--- src/include/lpif_macros.svh ---
// Flit field widths and bit positions
// PHY word widths and user bit location, delay counter width
`ifndef LPIF_MACROS_SVH
`define LPIF_MACROS_SVH

// Flit field widths
`define LPIF_STATE_W        4
`define LPIF_PROTID_W       2
`define LPIF_DATA_W         128
`define LPIF_CRC_W          16
`define LPIF_FLIT_W         153

// Flit bit positions, counted from the LSB
`define LPIF_VALID_POS      0
`define LPIF_CRC_VALID_POS  1
`define LPIF_CRC_LSB        2
`define LPIF_DVALID_POS     (`LPIF_CRC_LSB + `LPIF_CRC_W)
`define LPIF_DATA_LSB       (`LPIF_DVALID_POS + 1)
`define LPIF_PROTID_LSB     (`LPIF_DATA_LSB + `LPIF_DATA_W)
`define LPIF_STATE_LSB      (`LPIF_PROTID_LSB + `LPIF_PROTID_W)

// PHY words
`define LPIF_PHY_W          80
`define LPIF_PHY0_FLIT_W    77
`define LPIF_PHY1_FLIT_W    76
`define LPIF_USERBIT_POS    79

// Control and status
`define LPIF_DELAY_W        8
`define LPIF_STATUS_W       32

`endif

--- src/hw/lpif_pkg.sv ---
// Shared types of the die-to-die link
// Link state, protocol id, data, CRC and the packed flit
`default_nettype none

`include "lpif_macros.svh"

package lpif_pkg;

  //////////////////////////////////////////////////////////////////////
  // Channel field types
  //////////////////////////////////////////////////////////////////////

  // Link state, carried end to end without decoding
  typedef logic [`LPIF_STATE_W-1:0]  lpif_state_t;

  // Protocol id of the flit
  typedef logic [`LPIF_PROTID_W-1:0] lpif_protid_t;

  // Flit payload
  typedef logic [`LPIF_DATA_W-1:0]   lpif_data_t;

  // CRC over the payload, computed upstream of this layer
  typedef logic [`LPIF_CRC_W-1:0]    lpif_crc_t;

  //////////////////////////////////////////////////////////////////////
  // Flit
  //////////////////////////////////////////////////////////////////////

  // Packed flit, LSB first:
  //   valid, crc_valid, crc, dvalid, data, protid, state
  typedef logic [`LPIF_FLIT_W-1:0]   lpif_flit_t;

  // Debug status word
  typedef logic [`LPIF_STATUS_W-1:0] lpif_status_t;

endpackage

`default_nettype wire

--- src/hw/lpif_auto_sync.sv ---
// Online delay counters for both link directions
// Registered strobe and marker user bits
`timescale 1ns/1ps
`default_nettype none

`include "lpif_macros.svh"

module lpif_auto_sync (
  input  logic                     clk_wr,
  input  logic                     arst_n,

  // Raw online indications
  input  logic                     tx_online,
  input  logic                     rx_online,

  // Programmed delays in clk_wr cycles
  input  logic [`LPIF_DELAY_W-1:0] delay_x_value,
  input  logic [`LPIF_DELAY_W-1:0] delay_xz_value,
  input  logic [`LPIF_DELAY_W-1:0] delay_yz_value,

  // User bits from the configuration
  input  logic                     tx_stb_userbit,
  input  logic                     tx_mrk_userbit,

  // Delayed online indications
  output logic                     tx_online_delay,
  output logic                     rx_online_delay,

  // User bits towards the PHY words
  output logic                     tx_auto_stb_userbit,
  output logic                     tx_auto_mrk_userbit
);

  // One extra bit so xz + yz never overflows
  localparam int CNT_W = `LPIF_DELAY_W + 1;

  // Index 0 is the tx direction, index 1 the rx direction
  localparam int DIR_N = 2;

  logic [DIR_N-1:0]            online_in;
  logic [DIR_N-1:0][CNT_W-1:0] target;
  logic [DIR_N-1:0][CNT_W-1:0] cnt_q;
  logic [DIR_N-1:0]            online_q;
  logic                        stb_q;
  logic                        mrk_q;

  //////////////////////////////////////////////////////////////////////
  // Delay targets
  //////////////////////////////////////////////////////////////////////

  assign online_in = {rx_online, tx_online};

  // Tx waits for both the xz and the yz phase
  assign target[0] = CNT_W'(delay_xz_value) + CNT_W'(delay_yz_value);
  // Rx waits for word alignment only
  assign target[1] = CNT_W'(delay_x_value);

  //////////////////////////////////////////////////////////////////////
  // Saturating delay counters
  //////////////////////////////////////////////////////////////////////

  // Counter climbs while online and stops at its target
  // Delayed online goes high on the edge that sees the target reached
  // Dropping online clears both at once
  always_ff @(posedge clk_wr or negedge arst_n) begin
    if (!arst_n) begin
      cnt_q    <= '0;
      online_q <= '0;
    end else begin
      for (int i = 0; i < DIR_N; i++) begin
        if (!online_in[i]) begin
          cnt_q[i]    <= '0;
          online_q[i] <= 1'b0;
        end else begin
          if (cnt_q[i] < target[i]) begin
            cnt_q[i] <= cnt_q[i] + 1'b1;
          end
          online_q[i] <= (cnt_q[i] >= target[i]);
        end
      end
    end
  end

  assign tx_online_delay = online_q[0];
  assign rx_online_delay = online_q[1];

  //////////////////////////////////////////////////////////////////////
  // Persistent user bits
  //////////////////////////////////////////////////////////////////////

  // Sampled every cycle, independent of the online state
  always_ff @(posedge clk_wr or negedge arst_n) begin
    if (!arst_n) begin
      stb_q <= 1'b0;
      mrk_q <= 1'b0;
    end else begin
      stb_q <= tx_stb_userbit;
      mrk_q <= tx_mrk_userbit;
    end
  end

  assign tx_auto_stb_userbit = stb_q;
  assign tx_auto_mrk_userbit = mrk_q;

endmodule

`default_nettype wire

--- src/hw/lpif_flit_pack.sv ---
// Downstream flit packing and upstream flit unpacking
// Tx and rx debug status counters with sticky strobe loss flag
`timescale 1ns/1ps
`default_nettype none

`include "lpif_macros.svh"

module lpif_flit_pack (
  input  logic                  clk_wr,
  input  logic                  arst_n,

  // Downstream channel
  input  lpif_pkg::lpif_state_t  dstrm_state,
  input  lpif_pkg::lpif_protid_t dstrm_protid,
  input  lpif_pkg::lpif_data_t   dstrm_data,
  input  logic                   dstrm_dvalid,
  input  lpif_pkg::lpif_crc_t    dstrm_crc,
  input  logic                   dstrm_crc_valid,
  input  logic                   dstrm_valid,

  // Delayed online indications
  input  logic                   rx_online_delay,
  input  logic                   tx_online_delay,

  // Flits to and from the PHY mapping
  output lpif_pkg::lpif_flit_t   txfifo_downstream_data,
  input  lpif_pkg::lpif_flit_t   rx_upstream_data,
  input  logic                   rx_stb_error,

  // Upstream channel
  output lpif_pkg::lpif_state_t  ustrm_state,
  output lpif_pkg::lpif_protid_t ustrm_protid,
  output lpif_pkg::lpif_data_t   ustrm_data,
  output logic                   ustrm_dvalid,
  output lpif_pkg::lpif_crc_t    ustrm_crc,
  output logic                   ustrm_crc_valid,
  output logic                   ustrm_valid,

  // Debug status
  output lpif_pkg::lpif_status_t tx_downstream_debug_status,
  output lpif_pkg::lpif_status_t rx_upstream_debug_status
);

  lpif_pkg::lpif_flit_t          tx_flit_q;
  lpif_pkg::lpif_status_t        tx_cnt_q;
  logic [`LPIF_STATUS_W-2:0]     rx_cnt_q;
  logic                          stb_lost_q;
  logic                          rx_take;

  //////////////////////////////////////////////////////////////////////
  // Downstream packing
  //////////////////////////////////////////////////////////////////////

  // Concatenation order puts valid at bit 0 and state on top
  always_ff @(posedge clk_wr) begin
    tx_flit_q <= {dstrm_state, dstrm_protid, dstrm_data, dstrm_dvalid,
                  dstrm_crc, dstrm_crc_valid, dstrm_valid};
  end

  assign txfifo_downstream_data = tx_flit_q;

  // Same condition the PHY mapping uses to pass the flit on
  always_ff @(posedge clk_wr or negedge arst_n) begin
    if (!arst_n) begin
      tx_cnt_q <= '0;
    end else if (tx_online_delay && tx_flit_q[`LPIF_VALID_POS]) begin
      tx_cnt_q <= tx_cnt_q + 1'b1;
    end
  end

  assign tx_downstream_debug_status = tx_cnt_q;

  //////////////////////////////////////////////////////////////////////
  // Upstream unpacking
  //////////////////////////////////////////////////////////////////////

  // Received flit with valid set while the rx side is online
  assign rx_take = rx_online_delay && rx_upstream_data[`LPIF_VALID_POS];

  // All fields held at zero while offline
  always_ff @(posedge clk_wr or negedge arst_n) begin
    if (!arst_n) begin
      ustrm_state     <= '0;
      ustrm_protid    <= '0;
      ustrm_data      <= '0;
      ustrm_dvalid    <= 1'b0;
      ustrm_crc       <= '0;
      ustrm_crc_valid <= 1'b0;
      ustrm_valid     <= 1'b0;
    end else if (!rx_online_delay) begin
      ustrm_state     <= '0;
      ustrm_protid    <= '0;
      ustrm_data      <= '0;
      ustrm_dvalid    <= 1'b0;
      ustrm_crc       <= '0;
      ustrm_crc_valid <= 1'b0;
      ustrm_valid     <= 1'b0;
    end else begin
      ustrm_state     <= rx_upstream_data[`LPIF_STATE_LSB +: `LPIF_STATE_W];
      ustrm_protid    <= rx_upstream_data[`LPIF_PROTID_LSB +: `LPIF_PROTID_W];
      ustrm_data      <= rx_upstream_data[`LPIF_DATA_LSB +: `LPIF_DATA_W];
      ustrm_dvalid    <= rx_upstream_data[`LPIF_DVALID_POS];
      ustrm_crc       <= rx_upstream_data[`LPIF_CRC_LSB +: `LPIF_CRC_W];
      ustrm_crc_valid <= rx_upstream_data[`LPIF_CRC_VALID_POS];
      ustrm_valid     <= rx_upstream_data[`LPIF_VALID_POS];
    end
  end

  // Flit count in the low bits, strobe loss latched in the MSB
  always_ff @(posedge clk_wr or negedge arst_n) begin
    if (!arst_n) begin
      rx_cnt_q   <= '0;
      stb_lost_q <= 1'b0;
    end else begin
      if (rx_take) begin
        rx_cnt_q <= rx_cnt_q + 1'b1;
      end
      if (rx_stb_error) begin
        stb_lost_q <= 1'b1;
      end
    end
  end

  assign rx_upstream_debug_status = {stb_lost_q, rx_cnt_q};

endmodule

`default_nettype wire

--- src/hw/lpif_phy_concat.sv ---
// Flit to PHY word mapping for transmit
// PHY word to flit reassembly and strobe check for receive
`timescale 1ns/1ps
`default_nettype none

`include "lpif_macros.svh"

module lpif_phy_concat (
  input  logic                   clk_wr,
  input  logic                   arst_n,

  // Transmit side
  input  logic                   tx_online,
  input  lpif_pkg::lpif_flit_t   tx_downstream_data,
  input  logic                   tx_stb_userbit,
  input  logic                   tx_mrk_userbit,
  output logic [`LPIF_PHY_W-1:0] tx_phy0,
  output logic [`LPIF_PHY_W-1:0] tx_phy1,

  // Receive side
  input  logic [`LPIF_PHY_W-1:0] rx_phy0,
  input  logic [`LPIF_PHY_W-1:0] rx_phy1,
  input  logic                   rx_online,
  output lpif_pkg::lpif_flit_t   rx_upstream_data,
  output logic                   rx_stb_error
);

  lpif_pkg::lpif_flit_t          tx_flit;
  logic [`LPIF_PHY_W-1:0]        phy0_next;
  logic [`LPIF_PHY_W-1:0]        phy1_next;
  lpif_pkg::lpif_flit_t          rx_flit_q;
  logic                          stb_err_q;

  //////////////////////////////////////////////////////////////////////
  // Transmit mapping
  //////////////////////////////////////////////////////////////////////

  // Flit field blanked until the link is up
  assign tx_flit = tx_online ? tx_downstream_data : '0;

  // Word 0 takes the low flit bits and the strobe
  // Word 1 takes the rest and the marker
  // Spare bits between flit field and user bit stay zero
  always_comb begin
    phy0_next = '0;
    phy1_next = '0;
    phy0_next[`LPIF_PHY0_FLIT_W-1:0] = tx_flit[`LPIF_PHY0_FLIT_W-1:0];
    phy1_next[`LPIF_PHY1_FLIT_W-1:0] =
      tx_flit[`LPIF_PHY0_FLIT_W +: `LPIF_PHY1_FLIT_W];
    phy0_next[`LPIF_USERBIT_POS] = tx_stb_userbit;
    phy1_next[`LPIF_USERBIT_POS] = tx_mrk_userbit;
  end

  // Registered PHY words
  always_ff @(posedge clk_wr or negedge arst_n) begin
    if (!arst_n) begin
      tx_phy0 <= '0;
      tx_phy1 <= '0;
    end else begin
      tx_phy0 <= phy0_next;
      tx_phy1 <= phy1_next;
    end
  end

  //////////////////////////////////////////////////////////////////////
  // Receive reassembly
  //////////////////////////////////////////////////////////////////////

  // Word 1 bits sit on top of word 0 bits
  always_ff @(posedge clk_wr) begin
    rx_flit_q <= {rx_phy1[`LPIF_PHY1_FLIT_W-1:0], rx_phy0[`LPIF_PHY0_FLIT_W-1:0]};
  end

  assign rx_upstream_data = rx_flit_q;

  //////////////////////////////////////////////////////////////////////
  // Strobe check
  //////////////////////////////////////////////////////////////////////

  // Strobe is persistent, so a zero while online means a lost word
  // One pulse per bad word, aligned with the reassembled flit
  always_ff @(posedge clk_wr or negedge arst_n) begin
    if (!arst_n) begin
      stb_err_q <= 1'b0;
    end else begin
      stb_err_q <= rx_online && !rx_phy0[`LPIF_USERBIT_POS];
    end
  end

  assign rx_stb_error = stb_err_q;

endmodule

`default_nettype wire

--- src/hw/lpif_link_top.sv ---
// Master side top level of the die-to-die link
// Auto sync, flit packing and PHY word mapping
`timescale 1ns/1ps
`default_nettype none

`include "lpif_macros.svh"

module lpif_link_top (
  input  logic                     clk_wr,
  input  logic                     arst_n,

  // Control
  input  logic                     tx_online,
  input  logic                     rx_online,

  // PHY interconnect
  output logic [`LPIF_PHY_W-1:0]   tx_phy0,
  input  logic [`LPIF_PHY_W-1:0]   rx_phy0,
  output logic [`LPIF_PHY_W-1:0]   tx_phy1,
  input  logic [`LPIF_PHY_W-1:0]   rx_phy1,

  // Downstream channel
  input  lpif_pkg::lpif_state_t    dstrm_state,
  input  lpif_pkg::lpif_protid_t   dstrm_protid,
  input  lpif_pkg::lpif_data_t     dstrm_data,
  input  logic                     dstrm_dvalid,
  input  lpif_pkg::lpif_crc_t      dstrm_crc,
  input  logic                     dstrm_crc_valid,
  input  logic                     dstrm_valid,

  // Upstream channel
  output lpif_pkg::lpif_state_t    ustrm_state,
  output lpif_pkg::lpif_protid_t   ustrm_protid,
  output lpif_pkg::lpif_data_t     ustrm_data,
  output logic                     ustrm_dvalid,
  output lpif_pkg::lpif_crc_t      ustrm_crc,
  output logic                     ustrm_crc_valid,
  output logic                     ustrm_valid,

  // Debug status
  output lpif_pkg::lpif_status_t   tx_downstream_debug_status,
  output lpif_pkg::lpif_status_t   rx_upstream_debug_status,

  // Configuration
  input  logic                     tx_mrk_userbit,
  input  logic                     tx_stb_userbit,
  input  logic [`LPIF_DELAY_W-1:0] delay_x_value,
  input  logic [`LPIF_DELAY_W-1:0] delay_xz_value,
  input  logic [`LPIF_DELAY_W-1:0] delay_yz_value
);

  //////////////////////////////////////////////////////////////////////
  // Interconnect
  //////////////////////////////////////////////////////////////////////

  lpif_pkg::lpif_flit_t txfifo_downstream_data;
  lpif_pkg::lpif_flit_t rx_upstream_data;
  logic                 rx_stb_error;
  logic                 tx_online_delay;
  logic                 rx_online_delay;
  logic                 tx_auto_stb_userbit;
  logic                 tx_auto_mrk_userbit;

  // Online delays and user bits
  lpif_auto_sync lpif_auto_sync_i (
    .clk_wr              (clk_wr),
    .arst_n              (arst_n),
    .tx_online           (tx_online),
    .rx_online           (rx_online),
    .delay_x_value       (delay_x_value),
    .delay_xz_value      (delay_xz_value),
    .delay_yz_value      (delay_yz_value),
    .tx_stb_userbit      (tx_stb_userbit),
    .tx_mrk_userbit      (tx_mrk_userbit),
    .tx_online_delay     (tx_online_delay),
    .rx_online_delay     (rx_online_delay),
    .tx_auto_stb_userbit (tx_auto_stb_userbit),
    .tx_auto_mrk_userbit (tx_auto_mrk_userbit)
  );

  // Channel side, both directions gated by the delayed online
  lpif_flit_pack lpif_flit_pack_i (
    .clk_wr                     (clk_wr),
    .arst_n                     (arst_n),
    .dstrm_state                (dstrm_state),
    .dstrm_protid               (dstrm_protid),
    .dstrm_data                 (dstrm_data),
    .dstrm_dvalid               (dstrm_dvalid),
    .dstrm_crc                  (dstrm_crc),
    .dstrm_crc_valid            (dstrm_crc_valid),
    .dstrm_valid                (dstrm_valid),
    .rx_online_delay            (rx_online_delay),
    .tx_online_delay            (tx_online_delay),
    .txfifo_downstream_data     (txfifo_downstream_data),
    .rx_upstream_data           (rx_upstream_data),
    .rx_stb_error               (rx_stb_error),
    .ustrm_state                (ustrm_state),
    .ustrm_protid               (ustrm_protid),
    .ustrm_data                 (ustrm_data),
    .ustrm_dvalid               (ustrm_dvalid),
    .ustrm_crc                  (ustrm_crc),
    .ustrm_crc_valid            (ustrm_crc_valid),
    .ustrm_valid                (ustrm_valid),
    .tx_downstream_debug_status (tx_downstream_debug_status),
    .rx_upstream_debug_status   (rx_upstream_debug_status)
  );

  // PHY side, strobe checked against the raw rx online
  lpif_phy_concat lpif_phy_concat_i (
    .clk_wr             (clk_wr),
    .arst_n             (arst_n),
    .tx_online          (tx_online_delay),
    .tx_downstream_data (txfifo_downstream_data),
    .tx_stb_userbit     (tx_auto_stb_userbit),
    .tx_mrk_userbit     (tx_auto_mrk_userbit),
    .tx_phy0            (tx_phy0),
    .tx_phy1            (tx_phy1),
    .rx_phy0            (rx_phy0),
    .rx_phy1            (rx_phy1),
    .rx_online          (rx_online),
    .rx_upstream_data   (rx_upstream_data),
    .rx_stb_error       (rx_stb_error)
  );

endmodule

`default_nettype wire

--- config.mk ---
export PLATFORM = sky130hd
export DESIGN_NAME = lpif_link_top
export DESIGN_NICKNAME = d
export VERILOG_FILES = /design/src/hw/lpif_pkg.sv /design/src/hw/lpif_auto_sync.sv /design/src/hw/lpif_flit_pack.sv /design/src/hw/lpif_phy_concat.sv /design/src/hw/lpif_link_top.sv
export VERILOG_INCLUDE_DIRS = /design/src /design/src/include
export SDC_FILE = /design/constraint.sdc
export NUM_CORES = 1
export LEC_CHECK = 0
export ABC_AREA = 1
export BUFFER_PORTS_ARGS = -buffer_cell sky130_fd_sc_hd__buf_2
export CAP_MARGIN = 20
export CORE_AREA = 2 2 282 284
export CTS_CLUSTER_DIAMETER = 30
export DETAILED_ROUTE_END_ITERATION = 16
export DIE_AREA = 0 0 284 286
export PLACE_DENSITY = 0.48
export REMOVE_ABC_BUFFERS = 1
export SKIP_LAST_GASP = 1
export SLEW_MARGIN = 5
export SYNTH_ARGS = -nofsm -noshare
export SYNTH_HDL_FRONTEND = slang
export SYNTH_SLANG_ARGS = --single-unit
--- constraint.sdc ---
create_clock -name clk_wr -period 1.41 [get_ports clk_wr]
set_input_delay 0.282 -clock clk_wr [delete_from_list [all_inputs] [get_ports clk_wr]]
set_output_delay 0.282 -clock clk_wr [all_outputs]
set_load 0.02 [all_outputs]
==> results.txt <==
The run finished, with violations left. The final reports fail on negative hold slack, negative setup slack. The worst-case setup slack after placement came out at -1.50 ns. The total power came out at 62.3 mW. The share of async-settable or async-resettable flops after synthesis came out at 0.563. Counting I/O delays and the setup requirement, the final critical path takes 1.85 ns.

After detailed routing, the average wire length per cell comes to 16.2 microns. Counting along the longest clock path gives a buffer depth of 3. The floorplan step set the die width to 284 microns. After layout, the worst setup slack is -0.438 ns. The routed layout has 18231 vias. Averaged over all synthesized cells, the footprint is 11.0 sq um. The overall routing resource usage is 0.179. The leakage power summed over all cells is 22.6 nW.

In the routed layout, each cell is associated on average with a via count of 3.99. The count of synthesis-stage warnings from yosys came out at 0. The critical path goes through buf_8 > ha_4 > inv_2 > fa_2 > o21ai_2 > nand3_1 > nand2_1 > xor2_1 > ha_1 > nand2_2 > a21oi_2 > nor2_2 > nand2_2 > nor2_4 > buf_6 > nand3b_1 > nand2_1. STA puts the critical path data required time at 2.02 ns. The proportion of layout cells with a drive suffix above 1 came out at 0.407. The remaining design rule violation count is 0. The via count of the first global-routing pass came to 20009.

The count of unique library cells instantiated by Yosys is 40. Leaving out fill and tap cells, the most frequent cell in the layout is sky130_fd_sc_hd__nand2_1. The worst-case headroom to the max-slew limit is 0.648.

By startpoint and endpoint, the worst setup path is classified as input pin to register. The worst reg2reg path depth is 9. In the layout the commonest cells are sky130_fd_sc_hd__nand2_1, sky130_fd_sc_hd__buf_6, sky130_fd_sc_hd__dfrtp_1, sky130_fd_sc_hd__inv_1, sky130_fd_sc_hd__buf_2.

The initial utilization of the core area, before any placement, comes to 0.278. Timing would allow up to 541 MHz. The total count of max-transition violations in the final report is 0.

The startpoint identified for the worst register-to-register timing path is lpif_auto_sync_i.cnt_q[6]. For this run, the register share of the synthesized area comes to 0.736. Counting flops with a built-in enable in the synthesized netlist gives 0.

The count of clock tree sinks came out at 701. At the later pin of the worst-skew pair, clock insertion delay measures 0.73 ns. Setup repair after global routing could not meet its margin everywhere. The die extent in y is 286 microns. Between clock sinks in the finished design, the worst skew comes to 0.0688 ns. The depth of the CTS H-tree is 4. In this run the number of cells on the critical path is 17. The ratio of final minimum period to clock period came out at 1.31. The number of hold violations in the final report is 4. The count of mapped cells out of synthesis is 1969.

The number of buffers created by CTS is 155. The number of synthesized register bits is 701. The kind of cell with the highest combined delay along the critical path is adder cells.

The final-report setup violation count is 420. The worst setup path startpoint is delay_xz_value[0]. Compared with the post-synthesis result, the final layout area differs by 88.6%. In this run the tool buffered the top-level ports with 708 buffer cells. The count of pins on the block boundary came out at 720.

The number of buffers and inverters on the critical path is 3. On the critical path, the stage with the largest delay is an instance of sky130_fd_sc_hd__fa_2. Once detailed placement completed, the half-perimeter wirelength came to 50.1 mm. The post-detailed-route count of antenna-violating nets came out at 0. In the synthesized netlist the dominant register cell turns out to be sky130_fd_sc_hd__dfrtp_1. The initial antenna violation count was 16.

The class of the tightest hold or removal check is input pin to register. The clock tree from TritonCTS is yes. Setup slack on the worst reg-to-reg path comes out at -0.17 ns. The number of rows in the core area is 103. In this run the most critical hold path is launched from tx_online. The final wirelength came out at 74.1 mm. The total power density per cell area came out at 1520 nW/um^2. The summed instance area of the synthesized netlist is 21800 sq um.

STA classifies the critical path startpoint as an input pin. The transition time at the pin with the least slew margin came out at 0.528 ns. After clock tree synthesis, the clock-pin slew on the worst setup and hold paths is 0.04 ns.

The wire length of the first global-routing pass is 112 mm. The sort of element at the end of the critical path is a register. Max-cap violations in this run came to 0. Along the worst path, the maximum fanout reaches 5. The leftover overflow at the end of global routing came out at 0. The pin count of the biggest net entering global routing is 41. In this run the critical register-to-register path is captured at lpif_auto_sync_i.cnt_q[3]. The total die area came out at 81200 sq um.

CTS placed an instance of sky130_fd_sc_hd__clkbuf_16 at the clock tree root. After the last flow step, the layout net total stands at 3754. For the worst setup path, the data arrival time is 2.46 ns. The critical path ends at lpif_auto_sync_i.cnt_q[3]. The number of detailed-routing iterations run before antenna repair came out at 5.

The placer congestion estimate is 0.878. The maximum resistive drop on vdd came out at 1.33 mV. For this block, the initial DRC count from the detailed router was 626. Hold timing on the final database bottoms out at a slack of -0.0828 ns. For this run, the slowest stage of the critical path takes 0.35 ns. The total area inside the core boundary comes to 78400 sq um.
cells by family after synthesis:
family | after synthesis | share of synthesized area
adder cells (fa/ha/maj) | 30 | 0.0176
flip-flops | 701 | 0.736
AO/OA/AOI/OAI | 22 | 0.00575
AND/OR/NAND/NOR | 732 | 0.144
buffers and inverters | 433 | 0.0764
other | 1 | 0.000172
XOR/XNOR | 50 | 0.0201
how the worst min path moves through the flow:
stage | depth (start not counted) | slack (ns) | end
detailed placement | 1 | 0.13 | lpif_flit_pack_i.ustrm_state[0]
global placement | 1 | 0.13 | lpif_flit_pack_i.ustrm_data[102]
finish | 3 | -0.08 | lpif_auto_sync_i.cnt_q[8]
global route | 3 | -0.09 | lpif_auto_sync_i.cnt_q[8]
CTS | 3 | -0.07 | lpif_auto_sync_i.cnt_q[5]
floorplan | 0 | -0.01 | lpif_auto_sync_i.cnt_q[0]
layer usage:
metal  track usage  wire, microns  up-vias
li1              -              -     8696
met1         0.196          28000     8668
met2         0.314          37800      664
met3        0.0687           5930      185
met4        0.0705           2320       18
met5             0            112        -
worst reg2reg max path, cell delays in order (launching register included):
cell                       delay [ns]
sky130_fd_sc_hd__dfrtp_1         0.40
sky130_fd_sc_hd__ha_1            0.33
sky130_fd_sc_hd__nand2_2         0.08
sky130_fd_sc_hd__a21oi_2         0.06
sky130_fd_sc_hd__nor2_2          0.12
sky130_fd_sc_hd__nand2_2         0.08
sky130_fd_sc_hd__nor2_4          0.15
sky130_fd_sc_hd__buf_6           0.14
sky130_fd_sc_hd__nand3b_1        0.07
sky130_fd_sc_hd__nand2_1         0.07
cell type report:
type / instances / area, sq um
clock buffer: 178 / 4110
multi-input combinational: 841 / 4850
timing repair buffer: 1294 / 11500
inverter: 388 / 1460
sequential: 701 / 16000
antenna: 4 / 10.0
fill: 6656 / 37300
tap: 1050 / 1310
clock inverter: 114 / 1710
report_power, final:
group          switching [mW]  internal, mW
sequential              0.201          20.6
clock                    12.7          26.1
combinational            1.15          1.51
synthesized netlist by cell type, types with 3 or more instances:
master / number / area, sq um
sky130_fd_sc_hd__a21oi_1: 11 / 55.1
sky130_fd_sc_hd__buf_4: 8 / 60.1
sky130_fd_sc_hd__clkbuf_1: 34 / 128
sky130_fd_sc_hd__dfrtp_1: 395 / 9880
sky130_fd_sc_hd__dfxtp_1: 306 / 6130
sky130_fd_sc_hd__ha_1: 29 / 363
sky130_fd_sc_hd__inv_1: 386 / 1450
sky130_fd_sc_hd__nand2_1: 525 / 1970
sky130_fd_sc_hd__nand3_1: 75 / 375
sky130_fd_sc_hd__nand3b_1: 11 / 82.6
sky130_fd_sc_hd__nand4_1: 18 / 113
sky130_fd_sc_hd__nor2_1: 62 / 233
sky130_fd_sc_hd__nor2_2: 4 / 25.0
sky130_fd_sc_hd__nor2_4: 6 / 67.6
sky130_fd_sc_hd__nor3_1: 13 / 65.1
sky130_fd_sc_hd__nor3_2: 3 / 30.0
sky130_fd_sc_hd__o21ai_0: 4 / 20.0
sky130_fd_sc_hd__xnor2_1: 12 / 105
sky130_fd_sc_hd__xor2_1: 38 / 333
stage by stage:
step,area (sq um),hold WS (ns),util,setup TNS (ns),std cells
after global placement,27700,0.129,0.354,-19.13,3842
final,41000,-0.0828,0.524,-43.54,4570
after CTS,40300,-0.0706,0.515,-68.32,4539
after detailed placement,27700,0.128,0.354,-19.58,3842
after floorplan,21600,-0.0136,-,-566.11,1928
after global routing,41000,-0.0907,0.523,-75.13,4568
registers in the layout (all words and copies together), names as in the netlist, 16 cells and up:
register	flops
lpif_flit_pack_i.txfifo_downstream_data	153
lpif_phy_concat_i.rx_upstream_data	153
lpif_flit_pack_i.ustrm_data	128
lpif_phy_concat_i.tx_phy0	78
lpif_phy_concat_i.tx_phy1	77
lpif_flit_pack_i.tx_downstream_debug_status	32
lpif_flit_pack_i.rx_cnt_q	31
lpif_auto_sync_i.cnt_q	18
lpif_flit_pack_i.ustrm_crc	16
what timing repair did:
item	4_1_cts	5_1_grt
buffers inserted	93	33
gates cloned	5	0
resized for setup	884	135
hold buffers	314	2
pin swaps	46	86
endpoints found under the hold margin	724	2
setup endpoints to repair	492	474
No activity file was read; power rests on OpenSTA's default activity.
